`config.mk`:
```
export PLATFORM = sky130hd
export DESIGN_NAME = busDecode
export DESIGN_NICKNAME = d
export VERILOG_FILES = /design/src/socPkg.sv /design/src/busDecode.sv
export VERILOG_INCLUDE_DIRS = /design/src
export SDC_FILE = /design/constraint.sdc
export NUM_CORES = 1
export LEC_CHECK = 0
export BUFFER_PORTS_ARGS = -buffer_cell sky130_fd_sc_hd__buf_2
export CORE_AREA = 2 2 161 163
export CTS_CLUSTER_DIAMETER = 80
export DETAILED_ROUTE_END_ITERATION = 12
export DIE_AREA = 0 0 163 165
export HOLD_SLACK_MARGIN = 0.1
export SYNTH_ARGS = -nofsm -noshare
export SYNTH_HDL_FRONTEND = slang
export SYNTH_SLANG_ARGS = --single-unit
```
`constraint.sdc`:
```
create_clock -name clk -period 2.1 [get_ports clk]
set_input_delay 0.42 -clock clk [delete_from_list [all_inputs] [get_ports clk]]
set_output_delay 0.42 -clock clk [all_outputs]
set_load 0.1 [all_outputs]
```
`src/soc_settings.svh`:
```
`ifndef SOC_SETTINGS_SVH
`define SOC_SETTINGS_SVH

// ------------------------------------------------------------------------
// Address map
// ------------------------------------------------------------------------

// progMem region, selected by bit 20 with nothing set above it
`define PROG_BASE 32'h0010_0000

// GPIO output register
`define GPIO_ADDR 32'h0300_0000

// ------------------------------------------------------------------------
// Sizes
// ------------------------------------------------------------------------

// In 32-bit words
`define PROG_WORDS_LOG2 13
`define RAM_WORDS_LOG2 10

// Output pins driven by the GPIO register
`define GPIO_WIDTH 8

`endif

```
`src/socPkg.sv`:
```
`include "soc_settings.svh"
`default_nettype none

package socPkg;

    // ------------------------------------------------------------------------
    // Native memory bus
    // ------------------------------------------------------------------------

    // Master to target, wstrb of zero is a read
    typedef struct packed {
        logic        valid;
        logic [31:0] addr;
        logic [31:0] wdata;
        logic [3:0]  wstrb;
    } busReq;

    // Target to master
    typedef struct packed {
        logic        ready;
        logic [31:0] rdata;
    } busRsp;

    // ------------------------------------------------------------------------
    // Firmware rewrite port
    // ------------------------------------------------------------------------

    // One word per strobe, index counts words
    typedef struct packed {
        logic                        wen;
        logic [`PROG_WORDS_LOG2-1:0] index;
        logic [31:0]                 data;
    } fwWrite;

endpackage

`default_nettype wire

```
`src/busDecode.sv`:
```
`include "soc_settings.svh"
`timescale 1ns/1ps
`default_nettype none

module busDecode (
    input  wire                clk,
    input  wire                rstn,
    input  wire socPkg::busReq req,
    output socPkg::busRsp      rsp,
    output socPkg::busReq      progReq,
    output socPkg::busReq      ramReq,
    output socPkg::busReq      gpioReq,
    input  wire socPkg::busRsp progRsp,
    input  wire socPkg::busRsp ramRsp,
    input  wire socPkg::busRsp gpioRsp,
    output logic               busError
);

    localparam logic [31:0] PROG_BASE = `PROG_BASE;
    localparam logic [31:0] PROG_MASK = ~(PROG_BASE - 32'h1);
    localparam logic [31:0] GPIO_ADDR = `GPIO_ADDR;
    localparam logic [31:0] RAM_BYTES = 32'h1 << (`RAM_WORDS_LOG2 + 2);

    logic gpioHit;
    logic progHit;
    logic ramHit;
    logic unmapped;
    logic errReadyQ;
    logic busErrorQ;

    // ------------------------------------------------------------------------
    // Address map, first match wins
    // ------------------------------------------------------------------------

    assign gpioHit  = req.addr[31:2] == GPIO_ADDR[31:2];
    assign progHit  = !gpioHit && ((req.addr & PROG_MASK) == PROG_BASE);
    assign ramHit   = !gpioHit && !progHit && (req.addr < RAM_BYTES);
    assign unmapped = !gpioHit && !progHit && !ramHit;

    // Address and data fan out, valid goes to one target only
    always_comb begin
        progReq       = req;
        ramReq        = req;
        gpioReq       = req;
        progReq.valid = req.valid && progHit;
        ramReq.valid  = req.valid && ramHit;
        gpioReq.valid = req.valid && gpioHit;
    end

    // ------------------------------------------------------------------------
    // Unmapped access
    // ------------------------------------------------------------------------

    // Same one-cycle acknowledge as a target, error flag is sticky
    always_ff @(posedge clk or negedge rstn) begin
        if (!rstn) begin
            errReadyQ <= 1'b0;
            busErrorQ <= 1'b0;
        end else begin
            errReadyQ <= req.valid && unmapped && !errReadyQ;
            if (req.valid && unmapped) begin
                busErrorQ <= 1'b1;
            end
        end
    end

    assign busError = busErrorQ;

    // At most one target answers, idle targets return zero data
    assign rsp.ready = progRsp.ready | ramRsp.ready | gpioRsp.ready | errReadyQ;
    assign rsp.rdata = progRsp.rdata | ramRsp.rdata | gpioRsp.rdata;

endmodule

`default_nettype wire

```
==> reports/metrics.yaml <==
drtPass1Iterations: 4
io_buffer_count: 258
synth_edf_count: 0
grt_pass1_wl_mm: 8.04
setup_viol: 1
r2r_start: "busError"
fin_crit_ns: 2.24
power.density_nw_per_um2: 608
vias_per_cell: 2.65
r2r_slack_ns: 1.44
n_fill_cell: 2912
ys_top_cells_by_area: "buf_4 (79%), or3_1 (10%), dfrtp_1 (2.6%)"
insertion_delay_ns: 0.22
critPathLaunch: "req[64]"
finalWorstSetupSlack_ns: -0.139
cpPeakStageDelay_ns: 0.38
reg2reg_depth: 1
synth_nets: 433
die_h_um: 165
initial_core_util_pct: 7.75
track_usage_pct: 4.24
h-tree-depth: 1
endpoint: "gpioReq[68]"
yosys.cell_count.top_type: "buf_4"
final_antenna_net_count: 0
vdd_ir_drop_max_uv: 377
routedWlPerCell_um: 10.5
rsz0062_at_grt: "yes"
antenna_cells: 0
leakage_uw: 0.00124
drive_above_1_share_pct: 84.7
cts.sinks: 2
syn2layout_area_growth_pct: 27.1
clockBufferDepth: 2
async_reset_ff_share_pct: 100
ios: 411
path_cells: "buf_8 -> nor4_4 -> nand4_1 -> buf_6 -> nor4_4 -> buf_12"
dp_hpwl_mm: 6.54
yosysWarningCount: 0
r2r-end: "busError"
grt_start_max_net_pins: 6
vias: 1772
syn_area_um2: 1940
fmaxAchievable_mhz: 447
clockRootBuffer: "clkbuf_16"
drv_cap: 0
antenna_found_initial: 0
yosys-top-cells-count: "buf_4 (204), or3_1 (32), nor2_1 (6)"
slowest_stage: "nor4_4"
tritoncts: "yes"
violations: "setup timing"
core_um2: 25000
layout.nets: 511
hold_violations: 0
worst_ep_required_time_ns: 1.68
avgSynthCellArea_um2: 7.37
std_cell_rows: 58
critPathKind: "in2out"
worst_pin_slew_ns: 0.526
overflow: 0
yosysTopAreaCell: "buf_4"
die-area_um2: 26900
cp_max_fo: 2
min_period_over_period_pct: 107
hold_class: "reg2reg"
ys_seq_area_share_pct: 2.58
synth.distinct_cells: 15
grt_pass1_vias: 1409
crit_top_cell: "nor4_4"
synth_top_area_share_pct: 79.0
outcome: "finished, violations left"
gp_congestion: 0.663
ys.flop_type: "dfrtp_1"
max-slew-margin-rel_pct: 65.2
utilization_pct: 9.85
dr.first_iter.drc_count: 21
place_worst_setup_slack_ns: -0.178
fp.dieW_um: 163
maxSlewViolCount: 0
startpoint_type: "input pin"
syn_inst: 263
ys_ff_latch: 2
wl_mm: 7.03
end_kind: "primary output"
cp.arrival_ns: 1.82
path_clk_slew_ns: 0.03
cts_buffers: 3
finClkSkew_ns: 0
setup_tns_ns: -0.139
drcViolationCount: 0
area by class of cell:
class                           count  area [um2]  area share, %
Sequential cell                     2        50.0           2.03
Clock buffer                        3        75.1           3.05
Timing Repair Buffer              277        1530           61.9
Inverter                            1        3.75          0.152
Multi-Input combinational cell     56         397           16.1
Tap cell                          330         413           16.8
layer usage:
metal	global-route usage (%)	wire, um	vias to the layer above
li1	-	-	799
met1	2.98	1800	717
met2	8.38	3820	208
met3	1.83	942	48
met4	3.74	467	0
met5	0	0	-
worst min path at each step:
stage | startpoint | endpoint | slack, ns | cells after the start
5_1_grt | errReadyQ | errReadyQ | 0.45 | 1
3_5_place_dp | rstn | errReadyQ | 0.21 | 1
2_1_floorplan | rstn | busError | 0.12 | 0
3_3_place_gp | rstn | errReadyQ | 0.21 | 1
6_report | errReadyQ | errReadyQ | 0.43 | 1
4_1_cts | errReadyQ | errReadyQ | 0.44 | 1
power breakdown:
group | switching, uW | internal [uW]
combinational | 971 | 201
sequential | 1.24 | 41.3
clock | 42.5 | 242
cells in the final DEF, fill, tap and decap left out:
cell type,synthesis,routed
nor2_1,6,4
dlygate4sd3_1,0,1
clkbuf_16,0,3
dfrtp_1,2,2
nand3_1,1,1
or4_1,1,1
buf_2,0,249
nor4_1,4,1
buf_6,0,6
nor3_2,2,2
nor4_2,0,2
inv_1,1,1
nor3_1,2,2
o21bai_1,1,1
nor4_4,1,2
buf_4,204,17
nand2_1,1,1
buf_8,0,1
nor2_4,0,2
nand4_1,3,3
or3_1,32,32
buf_12,0,3
a31oi_1,2,2
logic make-up after synthesis:
kind of cell	synth area share, %
simple gates	17.2
flops	2.58
compound gates	1.03
buf+inv	79.2
repair_timing:
action / in CTS / in global routing
endpoints found under the hold margin: 2 / 0
pin swaps: 2 / 5
gates resized for setup: 4 / 11
buffers inserted: 0 / 1
hold buffers: 1 / 0
endpoints found under the setup margin: 3 / 3
registers in the layout, indices dropped and copies added, names as in the netlist:
name / count
busError: 1
errReadyQ: 1
metrics by stage:
| step | area, um2 | cells | total power (uW) | hold slack, ns |
|---|---|---|---|---|
| CTS | 2410 | 668 | 1510 | 0.436 |
| global route | 2460 | 669 | 1550 | 0.455 |
| global placement | 2310 | 664 | 1210 | 0.206 |
| floorplan | 1960 | 263 | 2090 | 0.124 |
| finish | 2460 | 669 | 1500 | 0.433 |
| detailed placement | 2310 | 664 | 1210 | 0.206 |
worst max-delay path, delay by kind of cell:
kind	cells	cell delay [ns]
simple gates	3	0.90
buf+inv	3	0.48
(Power assumes the default switching activity.)
