**src/soc_settings.svh**
```systemverilog
`ifndef SOC_SETTINGS_SVH
`define SOC_SETTINGS_SVH

// ------------------------------------------------------------------------
// Address map
// ------------------------------------------------------------------------

// progMem region, selected by bit 20 with nothing set above it
`define PROG_BASE 32'h0010_0000

// GPIO output register
`define GPIO_ADDR 32'h0300_0000

// ------------------------------------------------------------------------
// Sizes
// ------------------------------------------------------------------------

// In 32-bit words
`define PROG_WORDS_LOG2 13
`define RAM_WORDS_LOG2 10

// Output pins driven by the GPIO register
`define GPIO_WIDTH 8

`endif

```
**src/socPkg.sv**
```systemverilog
`include "soc_settings.svh"
`default_nettype none

package socPkg;

    // ------------------------------------------------------------------------
    // Native memory bus
    // ------------------------------------------------------------------------

    // Master to target, wstrb of zero is a read
    typedef struct packed {
        logic        valid;
        logic [31:0] addr;
        logic [31:0] wdata;
        logic [3:0]  wstrb;
    } busReq;

    // Target to master
    typedef struct packed {
        logic        ready;
        logic [31:0] rdata;
    } busRsp;

    // ------------------------------------------------------------------------
    // Firmware rewrite port
    // ------------------------------------------------------------------------

    // One word per strobe, index counts words
    typedef struct packed {
        logic                        wen;
        logic [`PROG_WORDS_LOG2-1:0] index;
        logic [31:0]                 data;
    } fwWrite;

endpackage

`default_nettype wire

```
**src/gpioPort.sv**
```systemverilog
`include "soc_settings.svh"
`timescale 1ns/1ps
`default_nettype none

module gpioPort (
    input  wire                    clk,
    input  wire                    rstn,
    input  wire socPkg::busReq     req,
    output socPkg::busRsp          rsp,
    output logic [`GPIO_WIDTH-1:0] gpioOut
);

    logic [`GPIO_WIDTH-1:0] gpioQ;
    logic                   accept;
    logic                   readyQ;
    logic                   isReadQ;

    assign accept = req.valid && !readyQ;

    // ------------------------------------------------------------------------
    // Output register
    // ------------------------------------------------------------------------

    // Only byte lane 0 carries the pin value
    always_ff @(posedge clk or negedge rstn) begin
        if (!rstn) begin
            gpioQ <= '0;
        end else if (accept && req.wstrb[0]) begin
            gpioQ <= req.wdata[`GPIO_WIDTH-1:0];
        end
    end

    assign gpioOut = gpioQ;

    // ------------------------------------------------------------------------
    // Acknowledge and readback
    // ------------------------------------------------------------------------

    always_ff @(posedge clk or negedge rstn) begin
        if (!rstn) begin
            readyQ  <= 1'b0;
            isReadQ <= 1'b0;
        end else begin
            readyQ  <= accept;
            isReadQ <= req.wstrb == 4'b0000;
        end
    end

    assign rsp.ready = readyQ;
    assign rsp.rdata = (readyQ && isReadQ) ? {{(32 - `GPIO_WIDTH){1'b0}}, gpioQ} : 32'h0;

endmodule

`default_nettype wire

```
**config.mk**
```make
export PLATFORM = sky130hd
export DESIGN_NAME = gpioPort
export DESIGN_NICKNAME = d
export VERILOG_FILES = /design/src/socPkg.sv /design/src/gpioPort.sv
export VERILOG_INCLUDE_DIRS = /design/src
export SDC_FILE = /design/constraint.sdc
export NUM_CORES = 1
export LEC_CHECK = 0
export CAP_MARGIN = 20
export CORE_AREA = 2 2 43 45
export DETAILED_ROUTE_END_ITERATION = 6
export DIE_AREA = 0 0 45 47
export DONT_BUFFER_PORTS = 1
export PLACE_DENSITY = 0.51
export SLEW_MARGIN = 40
export SYNTH_ARGS = -nofsm -noshare
export SYNTH_HDL_FRONTEND = slang
export SYNTH_SLANG_ARGS = --single-unit
```
**constraint.sdc**
```tcl
create_clock -name clk -period 2.3 [get_ports clk]
set_clock_uncertainty 0.2 [all_clocks]
set_input_delay 0.115 -clock clk [delete_from_list [all_inputs] [get_ports clk]]
set_output_delay 0.115 -clock clk [all_outputs]
set_load 0.03 [all_outputs]
```
==> flow_metrics.py, run 1 <==
metrics = {
    "outcome": {
        "result_of_the_run": "complete, no violations",
    },
    "placed_design": {
        "numPortBuffers": 0,
        "place_area_sq_um": 554,
        "dpl_worst_slack_ns": 0.886,
        "place_congestion": 0.655,
        "dp.final_hpwl_um": 799,
    },
    "logic_synthesis": {
        "synthDominantAreaCellType": "sky130_fd_sc_hd__dfrtp_1",
        "ys_top_cells_by_count": "25 x sky130_fd_sc_hd__buf_4, 10 x sky130_fd_sc_hd__dfrtp_1, 8 x sky130_fd_sc_hd__and3_2, 8 x sky130_fd_sc_hd__mux2_2",
        "synth.most_common_cell": "sky130_fd_sc_hd__buf_4",
        "synth.top_cells.by_area": "sky130_fd_sc_hd__dfrtp_1 40%, sky130_fd_sc_hd__buf_4 30%, sky130_fd_sc_hd__mux2_2 14%, sky130_fd_sc_hd__and3_2 9.6%, sky130_fd_sc_hd__nand3b_4 3.2%",
        "yosys.area.top_type_share_pct": 39.9,
        "postSynthRegisterBits": 10,
        "ys_types": 8,
        "netlist_area_sq_um": 627,
        "synth_async_sr_flop_share_pct": 100,
        "ys.warnings.count": 0,
        "synth_enable_flop_cells": 0,
        "syn_area_per_cell_sq_um": 11.4,
        "synthFlopType": "sky130_fd_sc_hd__dfrtp_1",
        "part_of_the_yosys_area_used_for_sequential_elements_pct": 39.9,
        "netlist_instances": 55,
    },
    "timing": {
        "setup_tns_ns": 0,
        "finalSetupViolations": 0,
        "timing.final.ws_setup_ns": 0.322,
        "min_tclk_post_route_ns": 1.98,
        "timing.final.crit_share_pct": 86.0,
        "finalHoldViolations": 0,
        "finalHoldWorstSlack_ns": 0.0297,
        "rsz0062_at_grt": "no",
        "slew_viol_final": 0,
        "maxClockFrequency_mhz": 506,
    },
    "pwr": {
        "powerDensity_mw_per_mm2": 754,
        "vdd_drop_max_uv": 343,
        "power.static_leakage_nw": 0.409,
    },
    "floorplan": {
        "pin_count": 112,
        "initial_utilization_pct": 38.0,
        "die_h_um": 47,
        "core_area_sq_mm": 0.00165,
        "die_w_um": 45,
        "fp.dieArea_sq_mm": 0.00212,
        "core.rowCount": 15,
    },
    "worst_setup_path": {
        "crit_family": "buffers and inverters",
        "timing.critical_path.from_type": "register",
        "critical_path.startpoint": "readyQ$_DFF_PN0_",
        "critical_path.cell_chain": "nand3b_4, mux2_2, dlygate4sd3_1",
        "worstPathArrival_ns": 1.93,
        "critical_path.slowest_cell": "sky130_fd_sc_hd__dlygate4sd3_1",
        "critical_path_peak_fanout": 9,
        "crit_cells": 3,
        "r2r_path_start": "readyQ$_DFF_PN0_",
        "worst_setup_path_end_kind": "register",
        "critPathBufInv": 1,
        "worst-r2r-cell-count": 3,
        "worst-setup-path-type": "register to register",
        "worstPathRequired_ns": 2.25,
        "critical-path-max-stage-delay_ns": 0.55,
    },
    "clock_tree": {
        "cts.sink_count": 10,
        "postCtsSetupRepairBufs": 0,
        "clkSlewWorstSetupHoldPaths_ns": 0.07,
        "cts_tree": "built",
        "cts_buffers": 3,
        "quantity_of_hold_fixing_buffers_added_after_cts": 20,
        "ctsRootBufferMaster": "sky130_fd_sc_hd__clkbuf_4",
        "ctsLongestPathBuffers": 2,
        "clk-insertion-delay-late_ns": 0.27,
        "cts.repair.resized": 0,
        "htree_num_levels": 1,
    },
    "global_route": {
        "number_of_global_route_vias_before_repair": 378,
        "grtUsageMet3_pct": 11.5,
        "grt_use_met2_pct": 21.4,
        "met1_usage_pct": 14.2,
        "grt_antenna_before_repair": 0,
        "grt_max_degree": 11,
        "first_pass_grt_wire_length_um": 1910,
        "top_usage_layer": "met2",
        "grt.overflow.total": 0,
        "grt_usage_pct": 14.0,
    },
    "layout": {
        "num-fill-cells": 161,
        "final_layout_size_suffix_gt1_share_pct": 29.5,
        "multi_input_area_sq_um": 275,
        "design.final.nets": 150,
        "layout.area.seq_sq_um": 250,
        "layout-area-overhead-vs-synth_pct": 26.1,
        "num_antenna_cells": 0,
        "final_design_area_no_fill_sq_um": 791,
        "final_util_pct": 47.9,
    },
    "route": {
        "vias": 409,
        "drc_errors": 0,
        "drt-wirelength-per-cell_um": 13.5,
        "first_iter_violations": 0,
        "detail_routed_via_count_per_cell": 4.31,
        "finalWirelength_um": 1280,
        "drt_first_pass_iters": 1,
        "antenna_left": 0,
    },
    "hold_path": {
        "worstHoldPathType": "input pin to async pin",
    },
    "flow_run": {
        "drv.max_cap_violation_count": 0,
    },
}
==> metal layers <==
layer / wire length [um] / part of all wire (%)
met4: 0 / 0
met3: 230 / 18
met5: 0 / 0
met1: 444 / 35
met2: 609 / 47
==> worst paths after layout <==
path	endpoint	slack, ns
setup reg to reg	gpioOut[2]$_DFFE_PN0P_	0.32
max in group asynchronous	readyQ$_DFF_PN0_	1.55
hold / removal	gpioOut[1]$_DFFE_PN0P_	0.03
hold reg to reg	readyQ$_DFF_PN0_	0.55
setup / recovery	gpioOut[2]$_DFFE_PN0P_	0.32
min in group clk	isReadQ$_DFF_PN0_	0.26
==> state kept, by name, indices dropped and copies added (netlist names) <==
| signal | cells |
|---|---|
| gpioOut | 8 |
| isReadQ | 1 |
| readyQ | 1 |
==> stage by stage <==
stage	power (mW)	instances
final	0.596	95
after floorplan	0.402	78
after global routing	0.634	95
after global placement	0.380	71
after detailed placement	0.381	71
after CTS	0.602	95
==> area by class of cell <==
class	count	area share, %
flip-flops and latches	10	31.6
well taps	17	2.69
clock buffers	4	4.59
multi-input cells	43	34.8
repair buffers	21	26.3
==> layout by cell type (no fill, tap or decap), drive strengths merged <==
master / count
mux2: 8
conb: 24
clkbuf: 4
nand3b: 1
and2b: 1
dlygate4sd3: 20
buf: 1
nor4: 1
dfrtp: 10
and3: 8
==> logic make-up (layout without fill, tap and decap cells) <==
group         after synthesis  in the layout  share of synthesized area, %
other cells                 1             24                         0.598
flops                      10             10                          39.9
buf+inv                    25             25                          29.9
simple gates               11             11                          15.2
mux                         8              8                          14.4
==> power breakdown <==
| part | total [mW] | switching, mW | internal [mW] |
|---|---|---|---|
| clock network | 0.158 | 0.0618 | 0.0962 |
| logic | 0.154 | 0.0805 | 0.0730 |
| registers | 0.285 | 0.0812 | 0.204 |
Note: power is estimated with default switching activity, not from simulation.
==> inputs of run 2 (changes only) <==
--- a/config.mk
+++ b/config.mk
@@ -12,6 +12,7 @@
 export DIE_AREA = 0 0 45 47
 export DONT_BUFFER_PORTS = 1
 export PLACE_DENSITY = 0.51
+export RECOVER_POWER = 100
 export SLEW_MARGIN = 40
 export SYNTH_ARGS = -nofsm -noshare
 export SYNTH_HDL_FRONTEND = slang
==> flow_metrics.py, run 2 (synthesis gave the netlist of run 1 again) <==
metrics = {
    "route": {
        "vias": 409,
        "first_iter_violations": 0,
        "drt-wirelength-per-cell_um": 13.6,
        "drc_errors": 0,
        "drt_first_pass_iters": 1,
        "finalWirelength_um": 1290,
        "antenna_left": 0,
        "detail_routed_via_count_per_cell": 4.31,
    },
    "floorplan": {
        "pin_count": 112,
        "core_area_sq_mm": 0.00165,
        "die_w_um": 45,
        "core.rowCount": 15,
        "initial_utilization_pct": 38.0,
        "die_h_um": 47,
        "fp.dieArea_sq_mm": 0.00212,
    },
    "pwr": {
        "totalPowerFinal_uw": 594,
        "internal-power_uw": 370,
        "power.combinational.fraction_pct": 25.4,
        "clock_network_fraction_of_design_power_pct": 26.6,
        "vdd_drop_max_uv": 343,
        "swShare_pct": 37.6,
        "powerDensity_mw_per_mm2": 773,
        "power.static_leakage_nw": 0.400,
        "pwr-share-seq_pct": 48.0,
        "power_switching_uw": 223,
    },
    "layout": {
        "final_layout_size_suffix_gt1_share_pct": 17.9,
        "design.final.nets": 150,
        "layout.area.seq_sq_um": 250,
        "mostFrequentLayoutCells": "24 x sky130_fd_sc_hd__conb_1, 20 x sky130_fd_sc_hd__dlygate4sd3_1, 10 x sky130_fd_sc_hd__dfrtp_1",
        "multi_input_area_sq_um": 256,
        "largest_register_ffs": 8,
        "layout_commonest_cell": "sky130_fd_sc_hd__conb_1",
        "layout-area-overhead-vs-synth_pct": 22.6,
        "num-fill-cells": 164,
        "num_antenna_cells": 0,
    },
    "timing": {
        "finalHoldViolations": 0,
        "timing.final.ws_setup_ns": 0.228,
        "timing.final.crit_share_pct": 90.1,
        "finalSetupViolations": 0,
        "setup_tns_ns": 0,
        "maxClockFrequency_mhz": 483,
        "rsz0062_at_grt": "no",
        "min_tclk_post_route_ns": 2.07,
        "slew_viol_final": 0,
    },
    "global_route": {
        "first_pass_grt_wire_length_um": 1910,
        "grt_usage_pct": 14.0,
        "grt_max_degree": 11,
        "number_of_global_route_vias_before_repair": 378,
        "grt_antenna_before_repair": 0,
        "grt.overflow.total": 0,
    },
    "clock_tree": {
        "cts.sink_count": 10,
        "ctsLongestPathBuffers": 2,
        "clkSlewWorstSetupHoldPaths_ns": 0.07,
        "clk-insertion-delay-late_ns": 0.27,
        "cts_tree": "built",
        "ctsRootBufferMaster": "sky130_fd_sc_hd__clkbuf_4",
        "htree_num_levels": 1,
        "cts_buffers": 3,
    },
    "placed_design": {
        "place_congestion": 0.655,
        "dp.final_hpwl_um": 799,
        "numPortBuffers": 0,
        "dpl_worst_slack_ns": 0.886,
    },
    "worst_setup_path": {
        "worst-r2r-cell-count": 3,
        "worst-setup-path-type": "register to register",
        "worst_setup_path_end_kind": "register",
        "worstPathRequired_ns": 2.25,
        "critical_path.reg2reg.endpoint": "gpioOut[2]$_DFFE_PN0P_",
        "timing.critical_path.from_type": "register",
        "r2r_path_start": "readyQ$_DFF_PN0_",
        "critical_path_peak_fanout": 9,
        "r2r_slack_ns": 0.23,
        "worstPathArrival_ns": 2.02,
    },
    "hold_path": {
        "worstHoldPathType": "input pin to async pin",
    },
    "outcome": {
        "result_of_the_run": "complete, no violations",
    },
    "flow_run": {
        "drv.max_cap_violation_count": 0,
    },
}
==> run 2: cell count changes in the layout (fill, tap and decap cells not counted), sizes merged <==
cell | before | now
buf | 1 | 0
clkbuf | 4 | 5
==> run 2: worst max-delay path: stages, from the launching register on <==
cell and delay [ns]:
sky130_fd_sc_hd__dfrtp_1 0.47, sky130_fd_sc_hd__nand3b_2 0.39, sky130_fd_sc_hd__mux2_2 0.34, sky130_fd_sc_hd__dlygate4sd3_1 0.55
==> run 2: cell type report <==
class	instances	area share (%)
sequential	10	32.6
tap	17	2.77
clock buffer	4	4.72
multi-input combinational	43	33.4
timing repair buffer	21	26.5
==> run 2: per-stage QoR <==
stage	cell area [sq um]	std cells	util [%]	hold WS [ns]
detailed placement	554	71	33.6	-0.380
floorplan	713	78	-	-0.381
CTS	791	95	47.9	0.0414
global placement	554	71	33.6	-0.380
global route	768	95	46.5	0.0557
finish	768	95	46.5	0.0297
==> run 2: metal layers <==
metal  track usage, %  routed length, um  up-vias  part of all wire (%)
li1                 -                  -      182                     -
met1             14.2                452      186                    35
met2             21.4                610       41                    47
met3             11.5                230        0                    18
met4             5.29                  0        0                     0
met5                0                  0        -                     0
==> run 2: power by group through the flow <==
stage          combinational, mW  clock [mW]  sequential, mW
3_3_place_gp              0.0929           0           0.287
2_1_floorplan              0.122           0           0.280
5_1_grt                    0.164       0.178           0.289
6_report                   0.151       0.158           0.285
4_1_cts                    0.151       0.166           0.284
3_5_place_dp              0.0936           0           0.288
==> run 2: worst max path at each step <==
stage                     startpoint                endpoint  slack [ns]
global placement    readyQ$_DFF_PN0_  gpioOut[0]$_DFFE_PN0P_        0.90
CTS                 readyQ$_DFF_PN0_  gpioOut[0]$_DFFE_PN0P_        0.32
floorplan           readyQ$_DFF_PN0_  gpioOut[0]$_DFFE_PN0P_        1.03
global route        readyQ$_DFF_PN0_  gpioOut[2]$_DFFE_PN0P_        0.14
finish              readyQ$_DFF_PN0_  gpioOut[2]$_DFFE_PN0P_        0.23
detailed placement  readyQ$_DFF_PN0_  gpioOut[0]$_DFFE_PN0P_        0.89
==> run 2: timing repair <==
| item | CTS | global route |
|---|---|---|
| endpoints found under the hold margin | 20 | 0 |
| hold buffers | 20 | 0 |
| buffers inserted | 0 | 0 |
| resized for setup | 0 | 0 |
==> inputs of run 3 (changes only) <==
--- a/config.mk
+++ b/config.mk
@@ -11,7 +11,7 @@
 export DETAILED_ROUTE_END_ITERATION = 6
 export DIE_AREA = 0 0 45 47
 export DONT_BUFFER_PORTS = 1
-export PLACE_DENSITY = 0.51
+export PLACE_DENSITY_LB_ADDON = 0.3
 export RECOVER_POWER = 100
 export SLEW_MARGIN = 40
 export SYNTH_ARGS = -nofsm -noshare
==> flow_metrics.py, run 3 (synthesis gave the netlist of run 1 again) <==
metrics = {
    "layout": {
        "largest_register_ffs": 8,
        "num_antenna_cells": 0,
        "layout_commonest_cell": "sky130_fd_sc_hd__conb_1",
        "layout-area-overhead-vs-synth_pct": 21.8,
        "mostFrequentLayoutCells": "24 x sky130_fd_sc_hd__conb_1, 20 x sky130_fd_sc_hd__dlygate4sd3_1, 10 x sky130_fd_sc_hd__dfrtp_1",
        "final_layout_size_suffix_gt1_share_pct": 16.9,
        "layoutNonFillerInstCount": 94,
        "num-fill-cells": 166,
        "final_util_pct": 46.2,
        "design.final.nets": 150,
        "layout.area.seq_sq_um": 250,
        "multi_input_area_sq_um": 265,
    },
    "flow_run": {
        "drv.max_cap_violation_count": 0,
    },
    "worst_setup_path": {
        "critical_path.reg2reg.endpoint": "gpioOut[3]$_DFFE_PN0P_",
        "critical_path.slowest_cell": "sky130_fd_sc_hd__clkbuf_1",
        "timing.critical_path.from_type": "register",
        "critical-path-max-stage-delay_ns": 0.55,
        "worstPathArrival_ns": 1.62,
        "critical_path.cell_chain": "clkbuf_1, and3_1",
        "worst-setup-path-type": "register to primary output",
        "critical_path_peak_fanout": 10,
        "worst_setup_path_end_kind": "primary output",
        "worstPathRequired_ns": 1.99,
        "r2r_slack_ns": 0.52,
        "r2r_path_start": "readyQ$_DFF_PN0_",
        "worst-r2r-cell-count": 3,
    },
    "clock_tree": {
        "cts.repair.resized": 0,
        "clkSlewWorstSetupHoldPaths_ns": 0.06,
        "cts.sink_count": 10,
        "cts_buffers": 3,
        "ctsRootBufferMaster": "sky130_fd_sc_hd__clkbuf_4",
        "htree_num_levels": 1,
        "cts_tree": "built",
        "ctsLongestPathBuffers": 2,
        "clk-insertion-delay-late_ns": 0.26,
    },
    "timing": {
        "worst_slew_pin_slew_ns": 0.712,
        "timing.final.crit_share_pct": 84.3,
        "finalSetupViolations": 0,
        "finalHoldViolations": 0,
        "finalHoldWorstSlack_ns": 0.0383,
        "slew_viol_final": 0,
        "timing.max_slew.rel_slack_pct": 52.6,
        "timing.final.ws_setup_ns": 0.360,
        "rsz0062_at_grt": "no",
        "min_tclk_post_route_ns": 1.94,
        "setup_tns_ns": 0,
        "maxClockFrequency_mhz": 516,
    },
    "route": {
        "drt-wirelength-per-cell_um": 12.9,
        "finalWirelength_um": 1220,
        "first_iter_violations": 1,
        "drt_first_pass_iters": 3,
        "vias": 408,
        "detail_routed_via_count_per_cell": 4.34,
        "drc_errors": 0,
        "antenna_left": 0,
    },
    "floorplan": {
        "pin_count": 112,
        "core_area_sq_mm": 0.00165,
        "fp.dieArea_sq_mm": 0.00212,
        "core.rowCount": 15,
        "die_w_um": 45,
        "die_h_um": 47,
        "initial_utilization_pct": 38.0,
    },
    "outcome": {
        "result_of_the_run": "complete, no violations",
    },
    "placed_design": {
        "dpl.cell_count": 71,
        "dp.final_hpwl_um": 823,
        "place_congestion": 0.639,
        "numPortBuffers": 0,
        "dpl_worst_slack_ns": 1.08,
    },
    "global_route": {
        "grt_antenna_before_repair": 0,
        "grt_max_degree": 11,
        "grt_usage_pct": 11.9,
        "first_pass_grt_wire_length_um": 1790,
        "grt.overflow.total": 0,
        "number_of_global_route_vias_before_repair": 376,
    },
    "pwr": {
        "powerDensity_mw_per_mm2": 724,
        "vdd_drop_max_uv": 371,
        "power.static_leakage_nw": 0.402,
    },
    "hold_path": {
        "worstHoldPathType": "input pin to async pin",
    },
}
## run 3: cell count changes in the layout (fill, tap and decap cells not counted), sizes merged
| cell | delta |
|---|---|
| clkbuf | -1 |
## run 3: power by group
part	leakage (nW)	internal, mW	total [mW]	switching [mW]
Sequential	0.120	0.204	0.283	0.0797
Combinational	0.268	0.0717	0.154	0.0821
Clock	0.0138	0.0603	0.116	0.0555
Total	0.402	0.336	0.553	0.217
## run 3: worst max-delay path by stage
stage          cells after the start             start                     end
2_1_floorplan                      2  readyQ$_DFF_PN0_  gpioOut[0]$_DFFE_PN0P_
3_3_place_gp                       2  readyQ$_DFF_PN0_  gpioOut[1]$_DFFE_PN0P_
3_5_place_dp                       2  readyQ$_DFF_PN0_  gpioOut[0]$_DFFE_PN0P_
4_1_cts                            4           req[68]  gpioOut[7]$_DFFE_PN0P_
5_1_grt                            2  readyQ$_DFF_PN0_                  rsp[2]
6_report                           2  readyQ$_DFF_PN0_                  rsp[2]
## run 3: metal layers
layer / GRT usage [%] / share of wire [%]
met5: 0 / 0
met4: 7.06 / 0
met3: 4.23 / 17
met2: 17.7 / 47
met1: 14.8 / 36
## run 3: cell type report
| type | count | share of cell area [%] |
|---|---|---|
| sequential | 10 | 32.8 |
| multi-input combinational | 43 | 34.8 |
| tap | 17 | 2.79 |
| clock buffer | 3 | 2.95 |
| timing repair buffer | 21 | 26.7 |
## run 3: stage by stage
step           power (mW)  area (sq um)
2_1_floorplan       0.402           713
3_3_place_gp        0.380           554
3_5_place_dp        0.383           554
4_1_cts             0.557           777
5_1_grt             0.587           763
6_report            0.553           763
## run 3: repair_timing
| item | in CTS | in global routing |
|---|---|---|
| hold buffers | 20 | 0 |
| buffers inserted | 0 | 0 |
| endpoints found under the setup margin | 0 | 0 |
| hold endpoints to repair | 20 | 0 |
## run 3: critical path, delay by kind of cell (launching register included)
kind	cells	cell delay, ns
buffers and inverters	1	0.55
and+or+nand+nor	1	0.47
DFF	1	0.35
